[config.mk]
export PLATFORM = sky130hd
export DESIGN_NAME = tmr_subsys
export DESIGN_NICKNAME = d
export VERILOG_FILES = /design/src/verilog/tmr_pkg.sv /design/src/verilog/tmr_bus_if.sv /design/src/verilog/wb_tmr_decoder.sv /design/src/verilog/tmr_channel.sv /design/src/verilog/tmr_rsp_collect.sv /design/src/verilog/tmr_subsys.sv
export VERILOG_INCLUDE_DIRS = /design/src /design/src/verilog
export SDC_FILE = /design/constraint.sdc
export NUM_CORES = 1
export LEC_CHECK = 0
export BUFFER_PORTS_ARGS = -buffer_cell sky130_fd_sc_hd__buf_2
export CAP_MARGIN = 20
export CORE_MARGIN = 10
export CORE_UTILIZATION = 55
export DETAILED_ROUTE_END_ITERATION = 10
export HOLD_SLACK_MARGIN = 0.08
export PLACE_DENSITY = 0.78
export SLEW_MARGIN = 30
export SYNTH_ARGS = -nofsm -noshare
export SYNTH_HDL_FRONTEND = slang
export SYNTH_SLANG_ARGS = --single-unit
[constraint.sdc]
create_clock -name clk -period 3 [get_ports clk]
set_input_delay 0.6 -clock clk [delete_from_list [all_inputs] [get_ports clk]]
set_output_delay 0.6 -clock clk [all_outputs]
set_load 0.01 [all_outputs]
[src/verilog/tmr_cfg.svh]
//----------------------------------------------------------
// timer bank build parameters, one value per build
// TMR_NUM_CH must stay within 1..(1 << TMR_CH_W)
// address is a byte address, bits [1:0] are ignored
//----------------------------------------------------------
`ifndef TMR_CFG_SVH
`define TMR_CFG_SVH

// number of populated timer channels
`define TMR_NUM_CH 4

// channel index field, top bits of the address
// 16 slots, slots at or above TMR_NUM_CH answer with err
`define TMR_CH_W 4

// address bits decoded by the slave
// [7:4] channel, [3:2] register, [1:0] byte lane
`define TMR_ADDR_W 8

`endif

[src/verilog/tmr_pkg.sv]
//----------------------------------------------------------
// shared types for the timer bank
// control bits above CTRL_RELOAD do not exist and read zero
//----------------------------------------------------------
package tmr_pkg;

    // register offset, word index inside a channel
    // offset 3 has no register behind it
    typedef enum logic [1:0] {
        REG_CTRL  = 2'd0,
        REG_COUNT = 2'd1,
        REG_VALUE = 2'd2
    } reg_off_e;

    // bus front end states
    typedef enum logic {
        // waiting for a new classic cycle
        DEC_IDLE = 1'b0,
        // ack or err on the bus
        DEC_RESP = 1'b1
    } dec_state_e;

    // control register bit positions
    // timer runs while set
    localparam int unsigned CTRL_EN     = 0;
    // lets pending reach the interrupt line
    localparam int unsigned CTRL_IE     = 1;
    // expiry flag, write 1 to clear
    localparam int unsigned CTRL_PEND   = 2;
    // keep running after expiry
    localparam int unsigned CTRL_RELOAD = 3;

endpackage

[src/verilog/tmr_bus_if.sv]
//----------------------------------------------------------
// per-channel register bus, one instance per timer
// acc is a single-cycle strobe, rdata is zero outside ack
//----------------------------------------------------------
interface tmr_bus_if;

    // one-cycle access strobe for this channel
    logic                 acc;
    // 1 = write, 0 = read
    logic                 we;
    // register inside the channel
    tmr_pkg::reg_off_e    off;
    // write data, full word only
    logic [31:0]          wdata;
    // registered read data, zero unless read last cycle
    logic [31:0]          rdata;
    // pending and interrupt enable
    logic                 irq;

    // bus front end drives the request side
    modport dec (
        output acc,
        output we,
        output off,
        output wdata
    );

    // timer consumes requests, returns data and irq
    modport ch (
        input  acc,
        input  we,
        input  off,
        input  wdata,
        output rdata,
        output irq
    );

    // response side only
    modport col (
        input  rdata,
        input  irq
    );

endinterface

[src/verilog/wb_tmr_decoder.sv]
//----------------------------------------------------------
// Wishbone classic slave front end, no wb_sel, no pipelining
// master must hold cyc/stb/we/adr/dat until ack or err
// and drop stb for a cycle before the next access
//----------------------------------------------------------
`include "tmr_cfg.svh"

module wb_tmr_decoder (
    input  logic                   clk,
    input  logic                   rst_n,
    input  logic                   wb_cyc_i,
    input  logic                   wb_stb_i,
    input  logic                   wb_we_i,
    input  logic [`TMR_ADDR_W-1:0] wb_adr_i,
    input  logic [31:0]            wb_dat_i,
    output logic                   wb_ack_o,
    output logic                   wb_err_o,
    tmr_bus_if.dec                 ch_o [`TMR_NUM_CH]
);

    // lowest bit of the channel index field
    localparam int CH_LSB  = `TMR_ADDR_W - `TMR_CH_W;
    // lowest bit of the register offset field
    localparam int OFF_LSB = CH_LSB - $bits(tmr_pkg::reg_off_e);

    tmr_pkg::dec_state_e    state_q;
    logic                   ack_q;
    logic                   err_q;
    logic                   req;
    logic                   ch_hit;
    logic [`TMR_CH_W-1:0]   ch_idx;
    tmr_pkg::reg_off_e      off;

    // address split
    assign ch_idx = wb_adr_i[`TMR_ADDR_W-1:CH_LSB];
    // offset 3 passes through, channel reads it as zero
    assign off    = tmr_pkg::reg_off_e'(wb_adr_i[CH_LSB-1:OFF_LSB]);

    // index falls on a populated slot
    assign ch_hit = (32'(ch_idx) < `TMR_NUM_CH);

    // new cycle seen, only once per classic cycle
    // stb is ignored while the response is out
    assign req = wb_cyc_i && wb_stb_i && (state_q == tmr_pkg::DEC_IDLE);

    // strobe fans out to the addressed channel only
    for (genvar i = 0; i < `TMR_NUM_CH; i++) begin : g_ch
        assign ch_o[i].acc   = req && (ch_idx == `TMR_CH_W'(i));
        assign ch_o[i].we    = wb_we_i;
        assign ch_o[i].off   = off;
        assign ch_o[i].wdata = wb_dat_i;
    end

    // response FSM
    always_ff @(posedge clk) begin
        if (!rst_n) begin
            state_q <= tmr_pkg::DEC_IDLE;
            ack_q   <= 1'b0;
            err_q   <= 1'b0;
        end else begin
            case (state_q)
                tmr_pkg::DEC_IDLE: begin
                    // answer lands one cycle after the request
                    ack_q <= req && ch_hit;
                    err_q <= req && !ch_hit;
                    if (req) begin
                        state_q <= tmr_pkg::DEC_RESP;
                    end
                end
                tmr_pkg::DEC_RESP: begin
                    // single-cycle response, then back to idle
                    ack_q   <= 1'b0;
                    err_q   <= 1'b0;
                    state_q <= tmr_pkg::DEC_IDLE;
                end
                default: begin
                    ack_q   <= 1'b0;
                    err_q   <= 1'b0;
                    state_q <= tmr_pkg::DEC_IDLE;
                end
            endcase
        end
    end

    assign wb_ack_o = ack_q;
    assign wb_err_o = err_q;

endmodule

[src/verilog/tmr_channel.sv]
//----------------------------------------------------------
// one 32-bit count-up timer, no prescaler
// expiry when enabled and count >= value, checked every cycle
// W1C of pending loses against an expiry in the same cycle
//----------------------------------------------------------
module tmr_channel (
    input  logic   clk,
    input  logic   rst_n,
    tmr_bus_if.ch  bus_i
);

    // only the four defined control bits are stored
    logic [tmr_pkg::CTRL_RELOAD:0] ctrl_q;
    logic [31:0]                   count_q;
    logic [31:0]                   value_q;
    logic [31:0]                   rdata_q;

    logic                          wr;
    logic                          rd;
    logic                          ctrl_wr;
    logic                          value_wr;
    logic                          expire;
    logic                          pend_clr;

    // access decode
    assign wr       = bus_i.acc && bus_i.we;
    assign rd       = bus_i.acc && !bus_i.we;
    assign ctrl_wr  = wr && (bus_i.off == tmr_pkg::REG_CTRL);
    assign value_wr = wr && (bus_i.off == tmr_pkg::REG_VALUE);

    // expiry seen on every cycle, writes included
    assign expire   = ctrl_q[tmr_pkg::CTRL_EN] && (count_q >= value_q);

    // write 1 to clear of the pending bit
    assign pend_clr = ctrl_wr && bus_i.wdata[tmr_pkg::CTRL_PEND];

    // counter
    always_ff @(posedge clk) begin
        if (!rst_n) begin
            count_q <= 32'd0;
        end else if (expire) begin
            // wrap back to zero on expiry
            count_q <= 32'd0;
        end else if (ctrl_q[tmr_pkg::CTRL_EN]) begin
            count_q <= count_q + 32'd1;
        end else begin
            // parked at zero while disabled
            count_q <= 32'd0;
        end
    end

    // control register
    always_ff @(posedge clk) begin
        if (!rst_n) begin
            ctrl_q <= '0;
        end else begin
            // pending merges clear and expiry, expiry wins
            ctrl_q[tmr_pkg::CTRL_PEND] <= (ctrl_q[tmr_pkg::CTRL_PEND] && !pend_clr) || expire;
            if (ctrl_wr) begin
                // software bits take the written value
                ctrl_q[tmr_pkg::CTRL_EN]     <= bus_i.wdata[tmr_pkg::CTRL_EN];
                ctrl_q[tmr_pkg::CTRL_IE]     <= bus_i.wdata[tmr_pkg::CTRL_IE];
                ctrl_q[tmr_pkg::CTRL_RELOAD] <= bus_i.wdata[tmr_pkg::CTRL_RELOAD];
            end else if (expire && !ctrl_q[tmr_pkg::CTRL_RELOAD]) begin
                // one-shot stops itself
                ctrl_q[tmr_pkg::CTRL_EN] <= 1'b0;
            end
        end
    end

    // compare value
    always_ff @(posedge clk) begin
        if (!rst_n) begin
            value_q <= 32'd0;
        end else if (value_wr) begin
            value_q <= bus_i.wdata;
        end
    end

    // read data, captured on the access edge
    // back to zero on the next cycle so the collector can OR
    always_ff @(posedge clk) begin
        if (!rst_n) begin
            rdata_q <= 32'd0;
        end else if (rd) begin
            case (bus_i.off)
                tmr_pkg::REG_CTRL: begin
                    // upper bits read zero
                    rdata_q <= 32'(ctrl_q);
                end
                tmr_pkg::REG_COUNT: begin
                    rdata_q <= count_q;
                end
                tmr_pkg::REG_VALUE: begin
                    rdata_q <= value_q;
                end
                default: begin
                    // unmapped offset
                    rdata_q <= 32'd0;
                end
            endcase
        end else begin
            rdata_q <= 32'd0;
        end
    end

    assign bus_i.rdata = rdata_q;

    // level interrupt, pending gated by enable
    assign bus_i.irq = ctrl_q[tmr_pkg::CTRL_PEND] && ctrl_q[tmr_pkg::CTRL_IE];

endmodule

[src/verilog/tmr_rsp_collect.sv]
//----------------------------------------------------------
// merges channel responses onto the bus
// read data is a plain OR, only the accessed channel is non-zero
// irq_vec_o lags the channel irq by one cycle
//----------------------------------------------------------
`include "tmr_cfg.svh"

module tmr_rsp_collect (
    input  logic                   clk,
    input  logic                   rst_n,
    tmr_bus_if.col                 ch_i [`TMR_NUM_CH],
    output logic [31:0]            wb_dat_o,
    output logic [`TMR_NUM_CH-1:0] irq_vec_o,
    output logic                   irq_o
);

    logic [31:0]            rdata_arr [`TMR_NUM_CH];
    logic [`TMR_NUM_CH-1:0] irq_raw;
    logic [`TMR_NUM_CH-1:0] irq_vec_q;
    logic [31:0]            rdata_or;

    // interface array needs constant indices
    for (genvar i = 0; i < `TMR_NUM_CH; i++) begin : g_ch
        assign rdata_arr[i] = ch_i[i].rdata;
        assign irq_raw[i]   = ch_i[i].irq;
    end

    // read data merge
    always_comb begin
        rdata_or = 32'd0;
        for (int i = 0; i < `TMR_NUM_CH; i++) begin
            rdata_or = rdata_or | rdata_arr[i];
        end
    end

    // combinational, valid in the ack cycle
    assign wb_dat_o = rdata_or;

    // pending vector
    always_ff @(posedge clk) begin
        if (!rst_n) begin
            irq_vec_q <= '0;
        end else begin
            irq_vec_q <= irq_raw;
        end
    end

    assign irq_vec_o = irq_vec_q;

    // single line, any channel
    assign irq_o = |irq_vec_q;

endmodule

[src/verilog/tmr_subsys.sv]
//----------------------------------------------------------
// timer bank top, Wishbone classic slave, 32-bit words only
// one-cycle ack or err, no wait states, no back-pressure
// slots above the populated channels answer with err
//----------------------------------------------------------
`include "tmr_cfg.svh"

module tmr_subsys (
    input  logic                   clk,
    input  logic                   rst_n,

    // Wishbone classic slave
    input  logic                   wb_cyc_i,
    input  logic                   wb_stb_i,
    input  logic                   wb_we_i,
    input  logic [`TMR_ADDR_W-1:0] wb_adr_i,
    input  logic [31:0]            wb_dat_i,
    output logic [31:0]            wb_dat_o,
    output logic                   wb_ack_o,
    output logic                   wb_err_o,

    // interrupts
    output logic                   irq_o,
    output logic [`TMR_NUM_CH-1:0] irq_vec_o
);

    // one register bus per channel
    tmr_bus_if ch_bus [`TMR_NUM_CH] ();

    // bus front end
    wb_tmr_decoder u_dec (
        .clk      (clk),
        .rst_n    (rst_n),
        .wb_cyc_i (wb_cyc_i),
        .wb_stb_i (wb_stb_i),
        .wb_we_i  (wb_we_i),
        .wb_adr_i (wb_adr_i),
        .wb_dat_i (wb_dat_i),
        .wb_ack_o (wb_ack_o),
        .wb_err_o (wb_err_o),
        .ch_o     (ch_bus)
    );

    // timer channels
    for (genvar i = 0; i < `TMR_NUM_CH; i++) begin : g_ch
        tmr_channel u_ch (
            .clk   (clk),
            .rst_n (rst_n),
            .bus_i (ch_bus[i])
        );
    end

    // read data and interrupt merge
    tmr_rsp_collect u_col (
        .clk       (clk),
        .rst_n     (rst_n),
        .ch_i      (ch_bus),
        .wb_dat_o  (wb_dat_o),
        .irq_vec_o (irq_vec_o),
        .irq_o     (irq_o)
    );

endmodule

Word-level counts from Yosys, hierarchy flattened
Index checks and enable logic that the tools add are counted.
{"block": "totals", "ff_bits": 407, "input_bits": 45}
{"block": "classes", "add_sub_neg": 4, "mux": 16, "magnitude_cmp": 5, "n_eq_ne": 5, "reduce_logical": 73, "bitwise_logic": 9}
{"cell": "32-bit case mux with 3 select lines", "count": 4}
{"cell": "32-bit by 1-bit adder with 32-bit output, second input constant", "count": 4}
{"cell": "32-bit greater-or-equal comparator", "count": 4}
{"cell": "32-bit bitwise OR", "count": 3}
{"cell": "1-bit logical AND", "count": 44}
{"cell": "3-bit OR reduction", "count": 4}
{"cell": "1-bit zero test", "count": 10}
{"cell": "1-bit 2-to-1 mux", "count": 9}
{"cell": "4-bit by 2-bit == test with 1-bit output, second input constant", "count": 2}
{"cell": "2-bit AND reduction", "count": 4}
{"cell": "2-bit nonzero test", "count": 4}
{"cell": "1-bit NOT", "count": 6}
{"cell": "1-bit case mux with 2 select lines", "count": 3}
{"cell": "4-bit by 1-bit == test with 1-bit output, second input constant", "count": 1}
{"cell": "4-bit zero test", "count": 1}
{"cell": "1-bit logical OR", "count": 4}
{"cell": "4-bit by 3-bit less-than comparator with 1-bit output, second input constant", "count": 1}
{"cell": "4-bit OR reduction", "count": 1}
{"cell": "2-bit by 1-bit == test with 1-bit output, second input constant", "count": 1}
{"cell": "2-bit == test, second input constant", "count": 1}
{"cell": "2-bit zero test", "count": 1}

Depth between registers and ports, before layout
{"block": "logic_depth", "word_depth": 9, "depth_mapped": 10, "depth_no_buf": 8}

By module
Synthesis repeated with hierarchy kept, for this count alone.
{"block": "unflattened", "cells_unflattened": 2397, "area_unflattened_um2": 20387.1}
{"mod": "tmr_channel", "seq_area_each_um2": 2001.9, "cells_per_inst": 550, "area_each_um2": 4704.5, "instances": 4}
{"mod": "wb_tmr_decoder", "seq_area_each_um2": 60.1, "cells_per_inst": 156, "area_each_um2": 1216.2, "instances": 1}
{"mod": "tmr_rsp_collect", "seq_area_each_um2": 80.1, "cells_per_inst": 41, "area_each_um2": 352.8, "instances": 1}

Worst setup path before layout
OpenSTA, ideal clock, no wires.
{"block": "synth_path", "path_type": "flip-flop to flip-flop", "startpoint": "reg g_ch[3].u_ch.count_q[0]", "endpoint": "reg g_ch[3].u_ch.count_q[25]", "path_buffers": 2, "setup_time_ns": 0.062, "period_less_slack_ns": 2.226, "t_required_ns": 2.938, "path_stages_with_launch": 11, "slack_ns": 0.774, "arrival_ns": 2.164, "cell_sequence": "dfxtp_1 inv_1 ha_1 nor3b_1 o21ai_0 a221o_1 o21ai_1 or3b_1 buf_6 buf_6 nor2_2"}
{"block": "synth_between", "elab_chain_cells": 3, "word_cells_on_any_way": 4, "classes_between": "add/sub: 1; order compare: 1; reduce/logical: 2"}
{"element": "start: declaration", "line_no": "tmr_channel.sv:14", "source": "logic [31:0] count_q;"}
{"element": "start signal: assignment", "line_no": "tmr_channel.sv:45", "source": "count_q <= count_q + 32'd1;"}
{"element": "32-bit greater-or-equal comparator", "line_no": "tmr_channel.sv:32", "source": "assign expire = ctrl_q[tmr_pkg::CTRL_EN] && (count_q >= value_q);"}
{"element": "1-bit logical AND", "line_no": "tmr_channel.sv:32"}
{"element": "3-bit OR reduction (no line)"}
Parallel ways exist; a longest one is shown, timed or not.
A chain may end at the register's enable or synchronous reset.

Worst setup path after layout
{"block": "layout_path", "startpoint": "reg g_ch[3].u_ch.count_q[3]", "endpoint": "reg g_ch[3].u_ch.count_q[30]"}
The elaborated chain is that of the path after synthesis.

==> summary.md <==
| Metric | Value |
|---|---|
| Pins Over Slew Limit | `0` |
| Kind of cell adding the most delay to the critical path | `compound AO/OA/AOI/OAI gates` |
| Buf/Inv on CP | `1` |
| Leak | `7.56 nW` |
| Cell count along the critical path | `8` |
| Fillers | `between 2000 and 3000` |
| Gate Count Post-Synth | `2226` |
| Antenna diode count | `0` |
| FFs w/ async S/R, synth | `0%` |
| CTS tree | `done` |
| Nets | `~2500` |
| Crit end category | `flop` |
| Die area | `0.0421 sq mm` |
| Die X | `205 um` |
| Pwr/cell area | `504 mW/mm^2` |
| Maxcap violations | `0` |
| DRC | `0` |
| Layout cells sized above 1 | `8.98%` |
| Syn_area_per_cell | `8.48 sq um` |
| Vias | `15827` |
| Gr usage total | `24.0%` |
| Synth Warn # | `0` |
| Met2 Track Usage GR | `39.5%` |
| DR pass1 iterations | `7` |
| Antenna-violating nets left | `0` |
| Syn Nets | `between 2000 and 2500` |
| Top post-synthesis cells by area | `dfxtp_1 43%, ha_1 8.8%, nand2_1 6.8%` |
| Num rows | `67` |
| Final period util | `90.1%` |
| Placed inst area | `0.0197 sq mm` |
| Slowest stage cell, crit path | `dfxtp_1` |
| Crit Path Category | `reg2reg` |
| End of the critical path | `g_ch[3].u_ch.count_q[30]` |
| FMAX | `~370 MHz` |
| Status | `complete, no violations` |
| Reg2reg setup slack | `300 ps` |
| Rel. slew slack | `40.9%` |
| Clock Latency Late Sink | `around 530 ps` |
| Final Critical Period | `approximately 2700 ps` |
| Commonest non-fill, non-tap cell in the layout | `dfxtp_1` |
| Worst EP required | `3460 ps` |
| Arrival time at the worst endpoint | `3170 ps` |
| Synth Flop Type | `dfxtp_1` |
| I/O Buffers | `81` |
| Worst Setup SP | `g_ch[3].u_ch.count_q[3]` |
| Final instance area | `0.0210 sq mm` |
| Final Power | `10.6 mW` |
| Initial Utilization | `about 56%` |
| Grt met1 use | `between 30% and 40%` |
| Initial antenna violation count | `0` |
| Die Y | `205 um` |
| Setup TNS | `0 ps` |
| GRT overflow | `0` |
| Least-Margin Pin Slew | `887 ps` |
| Share of the synthesized area in the top cell type | `43.2%` |
| Met3 Usage GRT | `3.81%` |
| VDD IR-drop max | `0.442 mV` |
| Slowest stage delay, CP | `450 ps` |
| Final setup viols | `0` |
| Cts hold-fix bufs | `0` |
| Area of the mapped netlist | `0.0189 sq mm` |
| CTS sink count | `407` |
| WL/cell | `18.5 um` |
| CTS clk-pin slew, worst paths | `60 ps` |
| First-pass GRT wire length | `81300 um` |
| Critical-path maximum fanout | `32` |
| Worst Setup Start Kind | `flop` |
| Vias in the first global route | `around 15000` |
| Reg2reg start | `g_ch[3].u_ch.count_q[3]` |
| I/O Pins | `84` |
| Vias per inst | `5.75` |
| Final hold vios | `0` |
| Most frequent cells in the layout | `407 x dfxtp_1, 341 x nand2_1, 315 x nor2_1` |
| Num CTS Buffers | `41` |
| Pin count of the biggest net entering global routing | `92` |
| Worst path cell trace | `ha_1 > a211oi_2 > o21ai_0 > a221o_1 > o21ai_1 > or3b_1 > buf_4 > nor2_2` |
| CTS root buf | `clkbuf_16` |
| Postcts setup bufs | `0` |
| Detailed placement HPWL | `37000 um` |
| Yosys cell types | `57` |
| Hold slack | `about 360 ps` |
| Sequential cell area fraction in the yosys report | `a little over two fifths` |
| Routed WL | `50900 um` |
| Layout Skew | `12.8 ps` |
| Crit Reg-Reg Endpoint | `g_ch[3].u_ch.count_q[30]` |
| H-tree depth | `2` |
| Hold Path Class | `in2reg` |
| Clock Path Buffers | `3` |
| EDFF count, synth | `0` |
| GRT busiest layer | `met2` |
| Worst reg2reg path depth | `8` |
| Cell taking the most area after synthesis | `dfxtp_1` |
| RSZ-0062 raised after global routing | `false` |
| DR iter-0 viols | `~1100` |
| Synthesis-to-layout area growth | `11.1%` |
| RePlAce Congestion | `0.948` |
| Synth Register Bits | `407` |
| Post_cts resized | `0` |
| Core area | `0.0337 sq mm` |
## metal layers
metal	up-vias	wire [um]
li1	7638	-
met1	7575	21500
met2	489	23700
met3	125	3280
met4	0	2330
met5	-	0
## registers in the layout, summed over array words and instances, names as in the netlist
signal and flops:
u_dec.wb_err_o 1, u_dec.wb_ack_o 1, g_ch.u_ch.ctrl_q 16, u_col.irq_vec_o 4
g_ch.u_ch.value_q 128, u_dec.state_q 1, g_ch.u_ch.count_q 128, g_ch.u_ch.bus_i.rdata 128
## area by class of cell
class / count / area [sq um] / share of cell area [%]
clock buffers: 54 / 1110 / 5.32
clock inverters: 14 / 131 / 0.627
inverters: 145 / 544 / 2.60
multi-input cells: 1570 / 9760 / 46.6
flip-flops and latches: 407 / 8150 / 38.9
well taps: 448 / 561 / 2.68
repair buffers: 114 / 693 / 3.31
## where the power goes
group	switching, mW	internal, mW	total [mW]
Sequential	0.00192	5.41	5.41
Clock	2.10	2.78	4.88
Combinational	0.193	0.0755	0.268
Total	2.30	8.26	10.6
## synthesized netlist by cell type, drive strengths merged (9+ instances only)
library cell,instances
nor4,9
inv,145
ha,132
o21ai,23
and3,32
clkbuf,73
nor2,328
a21oi,59
nand2,341
or4,35
a211oi,12
buf,30
xor2,71
nor2b,16
nand4,44
nand3,67
xnor2,49
a22oi,115
a21boi,133
mux2i,22
dfxtp,407
nor3,19
## worst min path at each step
stage                                       start                      end  slack, ps  cells past startpoint
final                                 wb_adr_i[6]           u_dec.wb_err_o        360                      3
after global routing                  wb_adr_i[6]           u_dec.wb_err_o        360                      3
after CTS                             wb_adr_i[6]           u_dec.wb_err_o        350                      3
after detailed placement  g_ch[1].u_ch.value_q[7]  g_ch[1].u_ch.value_q[7]        460                      2
after global placement    g_ch[1].u_ch.value_q[7]  g_ch[1].u_ch.value_q[7]        460                      2
after floorplan           g_ch[2].u_ch.count_q[0]  g_ch[2].u_ch.count_q[0]        440                      1
## worst min-delay path: cells and delay by family
| family | cells | cell delay, ps |
|---|---|---|
| buffers and inverters | 1 | 70 |
| AND/OR/NAND/NOR | 2 | 170 |
## kinds of logic after synthesis
kind of cell | share of synthesized area (%)
adders and majority gates | 8.75
buffers and inverters | 5.24
DFF | 43.2
and+or+nand+nor | 21.9
xor gates and xnor gates | 5.57
AOI/OAI and AO/OA | 14.1
muxes | 1.35
## metrics by stage
step | std cells | util [%] | setup WS (ps)
after floorplan | 2226 | - | 774
after global placement | 2684 | 58.5 | 439
after detailed placement | 2684 | 58.5 | 333
after CTS | 2752 | 62.2 | 324
after global routing | 2752 | 62.2 | 115
final | 2752 | 62.2 | 296
Power figures use the tool's default switching activity.
